**config.mk**
```make
export PLATFORM = sky130hd
export DESIGN_NAME = vdecode_stage
export DESIGN_NICKNAME = d
export VERILOG_FILES = /design/src/verilog/vdec_pkg.sv /design/src/verilog/decode_execute_reg.sv /design/src/verilog/element_counter.sv /design/src/verilog/operand_offset_gen.sv /design/src/verilog/vdecode_stage.sv /design/src/verilog/vector_ctrl_decode.sv
export SDC_FILE = /design/constraint.sdc
export NUM_CORES = 1
export LEC_CHECK = 0
export BUFFER_PORTS_ARGS = -buffer_cell sky130_fd_sc_hd__buf_2
export CORE_UTILIZATION = 46
export DETAILED_ROUTE_END_ITERATION = 10
export PLACE_DENSITY = 0.68
export SLEW_MARGIN = 40
export SYNTH_ARGS = -nofsm -noshare
export SYNTH_HDL_FRONTEND = slang
export SYNTH_HIERARCHICAL = 1
export SYNTH_SLANG_ARGS = --single-unit
```
**constraint.sdc**
```tcl
create_clock -name CLK -period 7.7 [get_ports CLK]
set_input_delay 0.77 -clock CLK [delete_from_list [all_inputs] [get_ports CLK]]
set_output_delay 0.77 -clock CLK [all_outputs]
set_load 0.05 [all_outputs]
```
**src/verilog/vdec_pkg.sv**
```systemverilog
/*
  Shared widths, enums and instruction encodings for the vector decode stage.
  Every decode stage module imports this package with a wildcard import.
*/
`default_nettype none

package vdec_pkg;

  // 32-bit vector unit
  localparam int ELEN = 32;

  typedef logic [ELEN-1:0] word_t;
  // element offset, enough for VLEN up to 4096
  typedef logic [15:0]     offset_t;
  typedef logic [4:0]      vreg_idx_t;

  typedef enum logic [1:0] {
    SEW8  = 2'b00,
    SEW16 = 2'b01,
    SEW32 = 2'b10
  } sew_t;

  // load/store width field, instr[14:12]
  typedef enum logic [2:0] {
    WIDTH8  = 3'b000,
    WIDTH16 = 3'b101,
    WIDTH32 = 3'b110
  } width_t;

  typedef enum logic [1:0] {
    OP_ARITH = 2'b00,
    OP_LOAD  = 2'b01,
    OP_STORE = 2'b10
  } op_class_t;

  typedef enum logic [2:0] {
    VS2_SRC_NORMAL        = 3'd0,
    VS2_SRC_IDX_PLUS_RS1  = 3'd1,
    VS2_SRC_IDX_PLUS_UIMM = 3'd2,
    VS2_SRC_IDX_PLUS_1    = 3'd3,
    VS2_SRC_IDX_MINUS_1   = 3'd4
  } vs2_src_t;

  typedef enum logic [1:0] {
    VD_SRC_NORMAL        = 2'd0,
    VD_SRC_IDX_PLUS_RS1  = 2'd1,
    VD_SRC_IDX_PLUS_UIMM = 2'd2
  } vd_src_t;

  // major opcodes
  localparam logic [6:0] OPC_VECTOR   = 7'b1010111;
  localparam logic [6:0] OPC_LOAD_FP  = 7'b0000111;
  localparam logic [6:0] OPC_STORE_FP = 7'b0100111;

  // funct6, shared by the slide and slide1 forms
  localparam logic [5:0] F6_SLIDEUP   = 6'b001110;
  localparam logic [5:0] F6_SLIDEDOWN = 6'b001111;

  localparam logic [4:0] LUMOP_WHOLE_REG = 5'b01000;

endpackage

`default_nettype wire

```
**src/verilog/decode_execute_reg.sv**
```systemverilog
/*
  Pipeline register between the vector decode stage and execute.
  Loads one element group per unstalled edge; flush kills the valid group.
*/
`timescale 1ns/1ps
`default_nettype none

module decode_execute_reg
  import vdec_pkg::*;
(
  input  logic       CLK,
  input  logic       nRST,
  input  logic       stall,
  input  logic       flush,
  input  logic       group_valid,
  input  logic       group_last,
  input  offset_t    vs2_offset0,
  input  offset_t    vs2_offset1,
  input  offset_t    woffset0,
  input  offset_t    woffset1,
  input  logic [1:0] wen,
  input  logic [1:0] use_xs1,
  input  op_class_t  op_class,
  input  vreg_idx_t  vd,
  input  vreg_idx_t  vs1,
  input  vreg_idx_t  vs2,
  input  word_t      imm,
  input  word_t      vl_eff,
  output logic       ex_valid,
  output logic       ex_last,
  output op_class_t  ex_op_class,
  output vreg_idx_t  ex_vd,
  output vreg_idx_t  ex_vs1,
  output vreg_idx_t  ex_vs2,
  output offset_t    ex_vs2_offset0,
  output offset_t    ex_vs2_offset1,
  output offset_t    ex_woffset0,
  output offset_t    ex_woffset1,
  output logic [1:0] ex_wen,
  output logic [1:0] ex_use_xs1,
  output word_t      ex_imm,
  output word_t      ex_vl
);

  // control side
  always_ff @(posedge CLK, negedge nRST) begin
    if (!nRST) begin
      ex_valid   <= 1'b0;
      ex_last    <= 1'b0;
      ex_wen     <= '0;
      ex_use_xs1 <= '0;
    end else if (flush) begin
      ex_valid   <= 1'b0;
      ex_last    <= 1'b0;
      ex_wen     <= '0;
      ex_use_xs1 <= '0;
    end else if (!stall) begin
      ex_valid   <= group_valid;
      ex_last    <= group_valid & group_last;
      ex_wen     <= group_valid ? wen : 2'b00;
      ex_use_xs1 <= group_valid ? use_xs1 : 2'b00;
    end
  end

  // payload only matters while ex_valid is set
  always_ff @(posedge CLK) begin
    if (!stall) begin
      ex_op_class    <= op_class;
      ex_vd          <= vd;
      ex_vs1         <= vs1;
      ex_vs2         <= vs2;
      ex_vs2_offset0 <= vs2_offset0;
      ex_vs2_offset1 <= vs2_offset1;
      ex_woffset0    <= woffset0;
      ex_woffset1    <= woffset1;
      ex_imm         <= imm;
      ex_vl          <= vl_eff;
    end
  end

endmodule

`default_nettype wire

```
**src/verilog/element_counter.sv**
```systemverilog
/*
  Walks the element offset two lanes at a time from vstart to the effective vl.
  The first group is presented in the cycle after an instruction is accepted.
*/
`timescale 1ns/1ps
`default_nettype none

module element_counter
  import vdec_pkg::*;
(
  input  logic    CLK,
  input  logic    nRST,
  input  logic    active,
  input  word_t   vl_eff,
  input  word_t   vstart_q,
  input  logic    stall,
  input  logic    flush,
  output offset_t base_offset,
  output logic    group_valid,
  output logic    group_last,
  output logic    done
);

  typedef enum logic {
    CNT_IDLE,
    CNT_RUN
  } cnt_state_t;

  cnt_state_t state;
  offset_t    offset_q;
  logic       empty_range;
  logic       past_end;

  // idle with a fresh instruction starts straight at vstart
  assign base_offset = (state == CNT_RUN) ? offset_q : offset_t'(vstart_q);

  assign empty_range = vstart_q >= vl_eff;
  assign past_end    = (word_t'(base_offset) + 32'd2) >= vl_eff;

  assign group_valid = active;
  assign group_last  = active & (empty_range | past_end);
  assign done        = group_last & ~stall;

  always_ff @(posedge CLK, negedge nRST) begin
    if (!nRST) begin
      state    <= CNT_IDLE;
      offset_q <= '0;
    end else if (flush) begin
      state    <= CNT_IDLE;
    end else if (active && !stall) begin
      if (group_last) begin
        state    <= CNT_IDLE;
      end else begin
        state    <= CNT_RUN;
        offset_q <= base_offset + offset_t'(2);
      end
    end
  end

endmodule

`default_nettype wire

```
**src/verilog/operand_offset_gen.sv**
```systemverilog
/*
  Per-lane offset and write-enable logic for the two-lane element walk.
  Purely combinational. Slides shift the source or destination offset,
  and slide1 flags the boundary lane that takes the scalar operand.
*/
`timescale 1ns/1ps
`default_nettype none

module operand_offset_gen
  import vdec_pkg::*;
#(
  parameter int VLEN = 128
) (
  input  offset_t         base_offset,
  input  op_class_t       op_class,
  input  vs2_src_t        vs2_src,
  input  vd_src_t         vd_src,
  input  logic            vm,
  input  word_t           uimm,
  input  word_t           xs1,
  input  word_t           vl_eff,
  input  word_t           vstart_q,
  input  logic [VLEN-1:0] v0_mask,
  output offset_t         vs2_offset0,
  output offset_t         vs2_offset1,
  output offset_t         woffset0,
  output offset_t         woffset1,
  output logic [1:0]      wen,
  output logic [1:0]      use_xs1
);

  localparam int MASK_IDX_W = $clog2(VLEN);

  offset_t elem    [2];
  offset_t vs2_off [2];
  offset_t w_off   [2];
  logic    in_range [2];
  logic    mask_bit [2];

  always_comb begin
    for (int l = 0; l < 2; l++) begin
      elem[l] = base_offset + offset_t'(l);

      case (vs2_src)
        VS2_SRC_IDX_PLUS_RS1:  vs2_off[l] = elem[l] + offset_t'(xs1);
        VS2_SRC_IDX_PLUS_UIMM: vs2_off[l] = elem[l] + offset_t'(uimm);
        VS2_SRC_IDX_PLUS_1:    vs2_off[l] = elem[l] + offset_t'(1);
        VS2_SRC_IDX_MINUS_1:   vs2_off[l] = elem[l] - offset_t'(1);
        default:               vs2_off[l] = elem[l];
      endcase

      case (vd_src)
        VD_SRC_IDX_PLUS_RS1:  w_off[l] = elem[l] + offset_t'(xs1);
        VD_SRC_IDX_PLUS_UIMM: w_off[l] = elem[l] + offset_t'(uimm);
        default:              w_off[l] = elem[l];
      endcase

      // body elements only, nothing below vstart or at and above vl
      in_range[l] = (word_t'(elem[l]) < vl_eff) && (word_t'(elem[l]) >= vstart_q);

      // mask bits past the register read as inactive
      if (word_t'(elem[l]) < word_t'(VLEN)) begin
        mask_bit[l] = v0_mask[elem[l][MASK_IDX_W-1:0]];
      end else begin
        mask_bit[l] = 1'b0;
      end

      wen[l] = in_range[l] && (op_class != OP_STORE) && (vm || mask_bit[l]);

      // slide1up fills element vstart, slide1down fills the top element
      use_xs1[l] = in_range[l] &&
                   (((vs2_src == VS2_SRC_IDX_MINUS_1) && (l == 0) &&
                     (word_t'(elem[l]) == vstart_q)) ||
                    ((vs2_src == VS2_SRC_IDX_PLUS_1) &&
                     (word_t'(elem[l]) == vl_eff - 32'd1)));
    end
  end

  assign vs2_offset0 = vs2_off[0];
  assign vs2_offset1 = vs2_off[1];
  assign woffset0    = w_off[0];
  assign woffset1    = w_off[1];

endmodule

`default_nettype wire

```
**src/verilog/vdecode_stage.sv**
```systemverilog
/*
  Top level of the vector decode stage. Accepts one instruction per strobe,
  then streams two-lane element groups into the execute register.
  VLEN is set here and passed to the decoder and the offset generator.
*/
`timescale 1ns/1ps
`default_nettype none

module vdecode_stage
  import vdec_pkg::*;
#(
  parameter int VLEN = 128
) (
  input  logic            CLK,
  input  logic            nRST,
  input  logic            instr_valid,
  input  word_t           instr,
  input  word_t           vl,
  input  word_t           vstart,
  input  sew_t            vsew,
  input  word_t           xs1,
  input  logic [VLEN-1:0] v0_mask,
  input  logic            stall,
  input  logic            flush,
  output logic            busy,
  output logic            ex_valid,
  output logic            ex_last,
  output op_class_t       ex_op_class,
  output vreg_idx_t       ex_vd,
  output vreg_idx_t       ex_vs1,
  output vreg_idx_t       ex_vs2,
  output offset_t         ex_vs2_offset0,
  output offset_t         ex_vs2_offset1,
  output offset_t         ex_woffset0,
  output offset_t         ex_woffset1,
  output logic [1:0]      ex_wen,
  output logic [1:0]      ex_use_xs1,
  output word_t           ex_imm,
  output word_t           ex_vl
);

  logic      active;
  op_class_t op_class;
  vreg_idx_t vd;
  vreg_idx_t vs1;
  vreg_idx_t vs2;
  logic      vm;
  vs2_src_t  vs2_src;
  vd_src_t   vd_src;
  word_t     imm;
  word_t     uimm;
  word_t     vl_eff;
  word_t     vstart_q;
  offset_t   base_offset;
  logic      group_valid;
  logic      group_last;
  logic      done;
  offset_t   vs2_offset0;
  offset_t   vs2_offset1;
  offset_t   woffset0;
  offset_t   woffset1;
  logic [1:0] wen;
  logic [1:0] use_xs1;

  assign busy = active;

  vector_ctrl_decode #(.VLEN(VLEN)) u_vector_ctrl_decode (
    .CLK(CLK), .nRST(nRST), .instr_valid(instr_valid), .instr(instr),
    .vl(vl), .vstart(vstart), .vsew(vsew), .done(done), .flush(flush),
    .active(active), .op_class(op_class), .vd(vd), .vs1(vs1), .vs2(vs2),
    .vm(vm), .vs2_src(vs2_src), .vd_src(vd_src), .imm(imm), .uimm(uimm),
    .vl_eff(vl_eff), .vstart_q(vstart_q)
  );

  element_counter u_element_counter (
    .CLK(CLK), .nRST(nRST), .active(active), .vl_eff(vl_eff),
    .vstart_q(vstart_q), .stall(stall), .flush(flush),
    .base_offset(base_offset), .group_valid(group_valid),
    .group_last(group_last), .done(done)
  );

  operand_offset_gen #(.VLEN(VLEN)) u_operand_offset_gen (
    .base_offset(base_offset), .op_class(op_class), .vs2_src(vs2_src),
    .vd_src(vd_src), .vm(vm), .uimm(uimm), .xs1(xs1), .vl_eff(vl_eff),
    .vstart_q(vstart_q), .v0_mask(v0_mask),
    .vs2_offset0(vs2_offset0), .vs2_offset1(vs2_offset1),
    .woffset0(woffset0), .woffset1(woffset1), .wen(wen), .use_xs1(use_xs1)
  );

  decode_execute_reg u_decode_execute_reg (
    .CLK(CLK), .nRST(nRST), .stall(stall), .flush(flush),
    .group_valid(group_valid), .group_last(group_last),
    .vs2_offset0(vs2_offset0), .vs2_offset1(vs2_offset1),
    .woffset0(woffset0), .woffset1(woffset1), .wen(wen), .use_xs1(use_xs1),
    .op_class(op_class), .vd(vd), .vs1(vs1), .vs2(vs2), .imm(imm),
    .vl_eff(vl_eff),
    .ex_valid(ex_valid), .ex_last(ex_last), .ex_op_class(ex_op_class),
    .ex_vd(ex_vd), .ex_vs1(ex_vs1), .ex_vs2(ex_vs2),
    .ex_vs2_offset0(ex_vs2_offset0), .ex_vs2_offset1(ex_vs2_offset1),
    .ex_woffset0(ex_woffset0), .ex_woffset1(ex_woffset1),
    .ex_wen(ex_wen), .ex_use_xs1(ex_use_xs1), .ex_imm(ex_imm), .ex_vl(ex_vl)
  );

endmodule

`default_nettype wire

```
**src/verilog/vector_ctrl_decode.sv**
```systemverilog
/*
  Captures an accepted vector instruction with its CSR values and decodes it.
  Holds active from acceptance until the element walk reports done or a flush.
  Produces the operand offset sources and the effective element count.
*/
`timescale 1ns/1ps
`default_nettype none

module vector_ctrl_decode
  import vdec_pkg::*;
#(
  parameter int VLEN = 128
) (
  input  logic      CLK,
  input  logic      nRST,
  input  logic      instr_valid,
  input  word_t     instr,
  input  word_t     vl,
  input  word_t     vstart,
  input  sew_t      vsew,
  input  logic      done,
  input  logic      flush,
  output logic      active,
  output op_class_t op_class,
  output vreg_idx_t vd,
  output vreg_idx_t vs1,
  output vreg_idx_t vs2,
  output logic      vm,
  output vs2_src_t  vs2_src,
  output vd_src_t   vd_src,
  output word_t     imm,
  output word_t     uimm,
  output word_t     vl_eff,
  output word_t     vstart_q
);

  // funct3 operand categories used by the slides
  localparam logic [2:0] F3_OPIVX = 3'b100;
  localparam logic [2:0] F3_OPIVI = 3'b011;
  localparam logic [2:0] F3_OPMVX = 3'b110;
  localparam int ELEMS_PER_REG = VLEN / ELEN;

  word_t  instr_q;
  word_t  vl_q;
  sew_t   sew_q;
  logic   accept;
  logic   unit_stride;
  logic   whole_reg;
  width_t eew;
  logic [1:0] eew_shift;
  logic [2:0] nf;
  logic [4:0] imm5;

  // strobes arriving while busy are dropped
  assign accept = instr_valid & ~active;

  always_ff @(posedge CLK, negedge nRST) begin
    if (!nRST) begin
      active <= 1'b0;
    end else if (flush) begin
      active <= 1'b0;
    end else if (accept) begin
      active <= 1'b1;
    end else if (done) begin
      active <= 1'b0;
    end
  end

  always_ff @(posedge CLK) begin
    if (accept) begin
      instr_q  <= instr;
      vl_q     <= vl;
      vstart_q <= vstart;
      sew_q    <= vsew;
    end
  end

  assign vd   = instr_q[11:7];
  assign vs1  = instr_q[19:15];
  assign vs2  = instr_q[24:20];
  assign vm   = instr_q[25];
  assign nf   = instr_q[31:29];
  assign imm5 = instr_q[19:15];
  assign eew  = width_t'(instr_q[14:12]);
  assign imm  = {{27{imm5[4]}}, imm5};
  assign uimm = {27'd0, imm5};

  assign op_class = (instr_q[6:0] == OPC_LOAD_FP)  ? OP_LOAD :
                    (instr_q[6:0] == OPC_STORE_FP) ? OP_STORE : OP_ARITH;

  // slide forms pick which side of the move carries the offset
  always_comb begin
    vs2_src = VS2_SRC_NORMAL;
    vd_src  = VD_SRC_NORMAL;
    if (instr_q[6:0] == OPC_VECTOR) begin
      if (instr_q[31:26] == F6_SLIDEUP) begin
        case (instr_q[14:12])
          F3_OPIVX: vd_src  = VD_SRC_IDX_PLUS_RS1;
          F3_OPIVI: vd_src  = VD_SRC_IDX_PLUS_UIMM;
          F3_OPMVX: vs2_src = VS2_SRC_IDX_MINUS_1;
          default:  vs2_src = VS2_SRC_NORMAL;
        endcase
      end else if (instr_q[31:26] == F6_SLIDEDOWN) begin
        case (instr_q[14:12])
          F3_OPIVX: vs2_src = VS2_SRC_IDX_PLUS_RS1;
          F3_OPIVI: vs2_src = VS2_SRC_IDX_PLUS_UIMM;
          F3_OPMVX: vs2_src = VS2_SRC_IDX_PLUS_1;
          default:  vs2_src = VS2_SRC_NORMAL;
        endcase
      end
    end
  end

  // mop 00 is unit stride for both loads and stores
  assign unit_stride = (op_class != OP_ARITH) && (instr_q[27:26] == 2'b00);
  assign whole_reg   = unit_stride && (instr_q[24:20] == LUMOP_WHOLE_REG);

  // narrower EEW packs more elements per vl
  always_comb begin
    eew_shift = 2'd0;
    case (sew_q)
      SEW32: begin
        if (eew == WIDTH8) begin
          eew_shift = 2'd2;
        end else if (eew == WIDTH16) begin
          eew_shift = 2'd1;
        end
      end
      SEW16: begin
        if (eew == WIDTH8) begin
          eew_shift = 2'd1;
        end
      end
      default: eew_shift = 2'd0;
    endcase
  end

  assign vl_eff = whole_reg   ? (word_t'(nf) + 32'd1) * word_t'(ELEMS_PER_REG) :
                  unit_stride ? vl_q >> eew_shift : vl_q;

endmodule

`default_nettype wire
```
==> run metrics, run 1 <==
DR pass1 iterations 6; post-route ant nets 0; Hold Crit Class in -> async; chip height 221 µm; Setup TNS 0 ns; DRC Markers 0; yosys warns 6; global-route usage over all layers 0.279; Fill cells 4,081; most frequent cells in the layout buf_2 (398), edfxtp_1 (243), ha_1 (190), nand2_1 (159), a21oi_1 (133); GPL Wtd Cong 0.942; CTS max path bufs 3; final worst path period share 0.778; Final setup viols 0; num rows 79; DP HPWL 53,700 µm; Worst setup EP type register; area delta synth->final 14.6%; Slew Viols, Final 0; share of cells above drive strength 1 0.262; Routed WL 70,000 µm; Port Buffers 398; Post-Syn Instances 2,119; slew margin rel. 0.397; Initial DRC Count 1,816; Reg clk slew, reported paths 0.06 ns; total of max-cap violations 0; initial antenna violation count 4; DR WL/cell 22.8 µm; clk_lat worst skew 0.58 ns; clock root buffer clkbuf_16; die width 221 µm; first-pass GRT wire length 107,000 µm; Overflow after GRT 0; critical path peak fanout 20; Post-Route Skew 0.0155 ns; Vias per Instance 6.23; Avg Cell Area, Syn 10.4 µm²; RSZ-0062 raised after global routing no; # hold bufs at CTS 0; Final Hold Viols 0; CTS tree done; worst path required time 8.20 ns; outcome completed; commonest non-fill, non-tap cell in the layout buf_2; NumNets Final 2,903; DR vias 19,200; fin worst setup slack 1.71 ns; worst slack, placed 1.95 ns; CTS H-Tree Depth 1; FF-to-FF Start u_vector_ctrl_decode/sew_q[1]$_DFFE_PP_; FMAX 167 MHz; Leak 10.6 nW; num ports 415; Setup crit start kind register; vias in the first global route 18,500; Power Dens Cells 189 mW/mm²; TritonCTS buffer count 30; mapped cell area 0.0221 mm²; largest net degree at the start of global routing 78; core area 0.0470 mm²; min Tclk post-route 5.99 ns; post-CTS sizing 0; IR drop worst, VDD 168 µV; crit path kind reg -> reg; Slew @ Worst Pin 0.895 ns; Worst EP arrival 6.48 ns; Die ar. 0.0489 mm²; Clock Sinks 267; initial core utilization 0.470; post-CTS repair timing setup buffer count 0; crit path from u_vector_ctrl_decode/sew_q[1]$_DFFE_PP_
-- routing by layer --
metal | GRT usage | up-vias | routed length (µm)
met5 | 0 | - | 0
met4 | 0.0990 | 0 | 2480
met3 | 0.0471 | 156 | 5900
met2 | 0.444 | 957 | 32100
met1 | 0.385 | 9315 | 29600
li1 | - | 8733 | -
-- final timing paths --
path / slack (ns) / end / cells after the start
worst min-delay path: 0.20 / u_element_counter/offset_q[3]$_DFFE_PN0P_ / 1
worst min register to register: 0.42 / u_decode_execute_reg/ex_vd[0]$_DFFE_PN_ / 0
worst max-delay path: 1.71 / u_decode_execute_reg/ex_use_xs1[1]$_DFFE_PN0P_ / 20
min in group CLK: 0.37 / u_vector_ctrl_decode/vl_q[9]$_DFFE_PP_ / 1
worst max register to register: 1.71 / u_decode_execute_reg/ex_use_xs1[1]$_DFFE_PN0P_ / 20
max in group asynchronous: 7.09 / u_decode_execute_reg/ex_valid$_DFFE_PN0P_ / 1
-- final cells by class --
cell class,instances,area [µm²],area share
Clock inverter,19,176,0.00697
Multi-Input combinational cell,1584,12900,0.508
Tap cell,607,759,0.0300
Clock buffer,35,791,0.0312
Antenna cell,5,12.5,0.000494
Inverter,114,433,0.0171
Timing Repair Buffer,447,2370,0.0938
Sequential cell,267,7900,0.312
-- report_power, final --
part	switching [mW]	internal (mW)	total, mW
Sequential	0.0678	1.72	1.79
Clock	0.588	0.830	1.42
Combinational	0.951	0.620	1.57
-- worst max-delay path: stages (launching register included) --
cell	delay, ns
edfxtp_1	0.40
inv_1	0.07
ha_1	0.17
or3b_4	0.52
a211o_1	0.53
buf_4	0.28
mux2i_1	0.21
o2bb2ai_1	0.15
a21oi_1	0.06
buf_4	0.17
inv_1	0.14
ha_1	0.22
or3b_2	0.52
nor3_1	0.70
and3b_1	0.26
o21ai_0	0.07
a211oi_1	0.40
nand4_1	0.14
nor4_1	0.54
nand3b_1	0.15
a21oi_1	0.18
-- sequential cells by signal, summed over array words and instances (netlist names), 5 cells and up --
register and cells:
u_decode_execute_reg/ex_vs2_offset0 16, u_decode_execute_reg/ex_vd 5, u_decode_execute_reg/ex_vs2 5, u_decode_execute_reg/ex_vs2_offset1 16, u_decode_execute_reg/ex_vl 32, u_element_counter/offset_q 16
u_decode_execute_reg/ex_woffset0 16, u_decode_execute_reg/ex_vs1 5, u_vector_ctrl_decode/vstart_q 32, u_decode_execute_reg/ex_woffset1 16, u_vector_ctrl_decode/instr_q 32, u_vector_ctrl_decode/vl_q 32
u_decode_execute_reg/ex_imm 32
-- per-stage QoR --
step	power, mW	cells	hold WS, ns	instance area (µm²)	util
floorplan	2.95	2129	0.474	22100	-
global placement	3.31	3018	0.400	24300	0.517
detailed placement	3.35	3018	0.407	24300	0.518
CTS	4.78	3072	0.209	25300	0.538
global route	4.98	3077	0.246	25300	0.539
finish	4.78	3078	0.204	25300	0.539
(Power assumes the default switching activity.)
==> run 2, diff against run 1 <==
==> constraint.sdc (replaced) <==
create_clock -name CLK -period 6.1 [get_ports CLK]
set_input_delay 0.61 -clock CLK [delete_from_list [all_inputs] [get_ports CLK]]
set_output_delay 0.61 -clock CLK [all_outputs]
set_load 0.05 [all_outputs]
==> run 2 against run 1 <==
Critical path depth decreased by 1. Clock skew increased by 0.010 ns. Routed wire length increased by 0.59%. Hold slack got worse by 0.17 ns. Die area unchanged. Combinational power increased by 27%. Power increased by 24%. Fmax increased by 5.7%. Sequential power increased by 26%. Largest power group unchanged.
==> run metrics, run 2 (synthesis results as in run 1) <==
DR WL/cell 22.8 µm (about the same); critical path peak fanout 20 (unchanged); die width 221 µm (unchanged); DP Area 0.0245 mm² (+0.75%); CTS max path bufs 3 (unchanged); Setup crit start kind register; Initial DRC Count 2,112 (+16%); IR drop worst, VDD 247 µV (+47%); FF-to-FF Start u_vector_ctrl_decode/sew_q[1]$_DFFE_PP_; worst path required time 6.58 ns (-1.62 ns); Port Buffers 398 (unchanged); GPL Wtd Cong 0.968 (+2.7%); total of max-cap violations 0 (unchanged); Routed WL 70,500 µm (+0.59%); Worst setup EP type register; Clock Sinks 267 (unchanged); Leak 10.6 nW (+0.66%); Slew Viols, Final 0 (unchanged); fin area 0.0254 mm² (+0.35%); core area 0.0470 mm² (unchanged); Max stage delay on crit path 0.58 ns (-0.12 ns); Final setup viols 0 (unchanged); clock root buffer clkbuf_16; num ports 415 (unchanged); share of cells above drive strength 1 0.267 (+0.00433); Hold Crit Class in -> async; fin cells 3,095 (+0.55%); Vias per Instance 6.23 (about the same); most frequent cells in the layout buf_2 (398), edfxtp_1 (243), ha_1 (190), nand2_1 (159), a21oi_1 (133); initial antenna violation count 2 (-2); # hold bufs at CTS 0 (unchanged); TritonCTS buffer count 29 (-3.3%); Post-Route Skew 0.0259 ns (+0.0104 ns); NumNets Final 2,924 (+0.72%); final worst path period share 0.929 (+0.151); area delta synth->final 15.0%; FMAX 176 MHz (+5.7%); CTS tree done; Worst path slowest cell a211o_1; clk_lat worst skew 0.58 ns (about the same); Worst EP arrival 6.15 ns (-0.33 ns); Power Dens Cells 234 mW/mm² (+24%); post-route ant nets 0 (unchanged); Crit path max-delay family compound AO/OA/AOI/OAI gates; min Tclk post-route 5.67 ns (-0.323 ns); Overflow after GRT 0 (unchanged); multi-input logic area 0.0129 mm² (about the same); crit path kind reg -> reg; DR vias 19,300 (+0.59%); R2R Setup Slk 0.43 ns (-1.28 ns); final core occ 0.541 (+0.00189); initial core utilization 0.470 (unchanged); Slew @ Worst Pin 0.827 ns (-0.0678 ns); DP HPWL 54,800 µm (+2.0%); largest net degree at the start of global routing 84 (+7.7%); Reg2Reg Depth 19 (-5.0%); commonest non-fill, non-tap cell in the layout buf_2; post-CTS repair timing setup buffer count 0 (unchanged); vias in the first global route 18,500 (-0.36%); Storage cell area 0.00790 mm² (unchanged); RSZ-0062 raised after global routing no; global-route usage over all layers 0.280 (+0.000551); Setup TNS 0 ns (unchanged); Fill cells 4,089 (+0.20%); Crit path buffers/inverters 2 (-2); Die ar. 0.0489 mm² (unchanged); CTS H-Tree Depth 1 (unchanged); placed cells 3,041 (+0.76%); Reg clk slew, reported paths 0.07 ns (about the same); chip height 221 µm (unchanged); CP Cell Sequence inv_1 -> ha_1 -> or3b_4 -> a211o_1 -> mux2i_1 -> mux2_2 -> o21ai_0 -> inv_1 -> ha_1 -> a2111oi_0 -> a211oi_1 -> o221ai_1 -> a21boi_0 -> o211ai_1 -> a21boi_0 -> o21a_1 -> nor4_1 -> nand3b_1 -> a21oi_1; first-pass GRT wire length 107,000 µm (unchanged); Final Hold Viols 0 (unchanged); outcome completed; num rows 79 (unchanged); post-CTS sizing 0 (unchanged); DRC Markers 0 (unchanged); DR pass1 iterations 6 (unchanged); slew margin rel. 0.449 (+0.0515); FF-to-FF End u_decode_execute_reg/ex_use_xs1[1]$_DFFE_PN0P_
run 2: power by group:
part / switching (mW) / internal (mW)
registers: 0.0876 / 2.17
clock network: 0.739 / 0.952
logic: 1.20 / 0.796
total: 2.02 / 3.92
run 2: final cells by class:
cell class	instances	area share
flip-flops and latches	267	0.311
repair buffers	469	0.100
diodes	2	0.000197
clock buffers	33	0.0292
inverters	114	0.0170
well taps	607	0.0299
multi-input cells	1584	0.506
clock inverters	19	0.00611
run 2: stage by stage:
stage	power [mW]	setup WS, ns	hold WS (ns)
final	5.94	0.434	0.0336
after global placement	4.19	0.659	0.401
after detailed placement	4.24	0.506	0.411
after CTS	5.94	0.435	0.0417
after floorplan	3.72	0.261	0.314
after global routing	6.19	0.205	0.0774
run 2: worst reg2reg max path, stage by stage, from the launching register on:
cell and delay (ns):
edfxtp_1 0.39, inv_1 0.07, ha_1 0.17, or3b_4 0.53, a211o_1 0.58, mux2i_1 0.23
mux2_2 0.29, o21ai_0 0.45, inv_1 0.19, ha_1 0.36, a2111oi_0 0.47, a211oi_1 0.18
o221ai_1 0.25, a21boi_0 0.13, o211ai_1 0.17, a21boi_0 0.11, o21a_1 0.21, nor4_1 0.52
nand3b_1 0.14, a21oi_1 0.16
run 2: worst max path at each step:
stage,slack (ns),to,cells after the start,startpoint
CTS,0.44,u_decode_execute_reg/ex_use_xs1[0]$_DFFE_PN0P_,19,u_vector_ctrl_decode/sew_q[1]$_DFFE_PP_
finish,0.43,u_decode_execute_reg/ex_use_xs1[1]$_DFFE_PN0P_,19,u_vector_ctrl_decode/sew_q[1]$_DFFE_PP_
detailed placement,0.51,u_decode_execute_reg/ex_use_xs1[0]$_DFFE_PN0P_,19,u_vector_ctrl_decode/sew_q[1]$_DFFE_PP_
global placement,0.66,u_decode_execute_reg/ex_wen[1]$_DFFE_PN0P_,20,u_vector_ctrl_decode/sew_q[1]$_DFFE_PP_
floorplan,0.26,u_decode_execute_reg/ex_vs2_offset1[14]$_DFFE_PN_,23,u_element_counter/state$_DFFE_PN0P_
global route,0.21,u_decode_execute_reg/ex_wen[1]$_DFFE_PN0P_,20,u_vector_ctrl_decode/sew_q[1]$_DFFE_PP_
run 2: layer usage:
metal,track usage,vias to the layer above,part of all wire
met1,0.391,9309,0.42
met5,0,-,0
li1,-,8775,-
met2,0.442,1025,0.45
met3,0.0413,165,0.090
met4,0.102,0,0.040
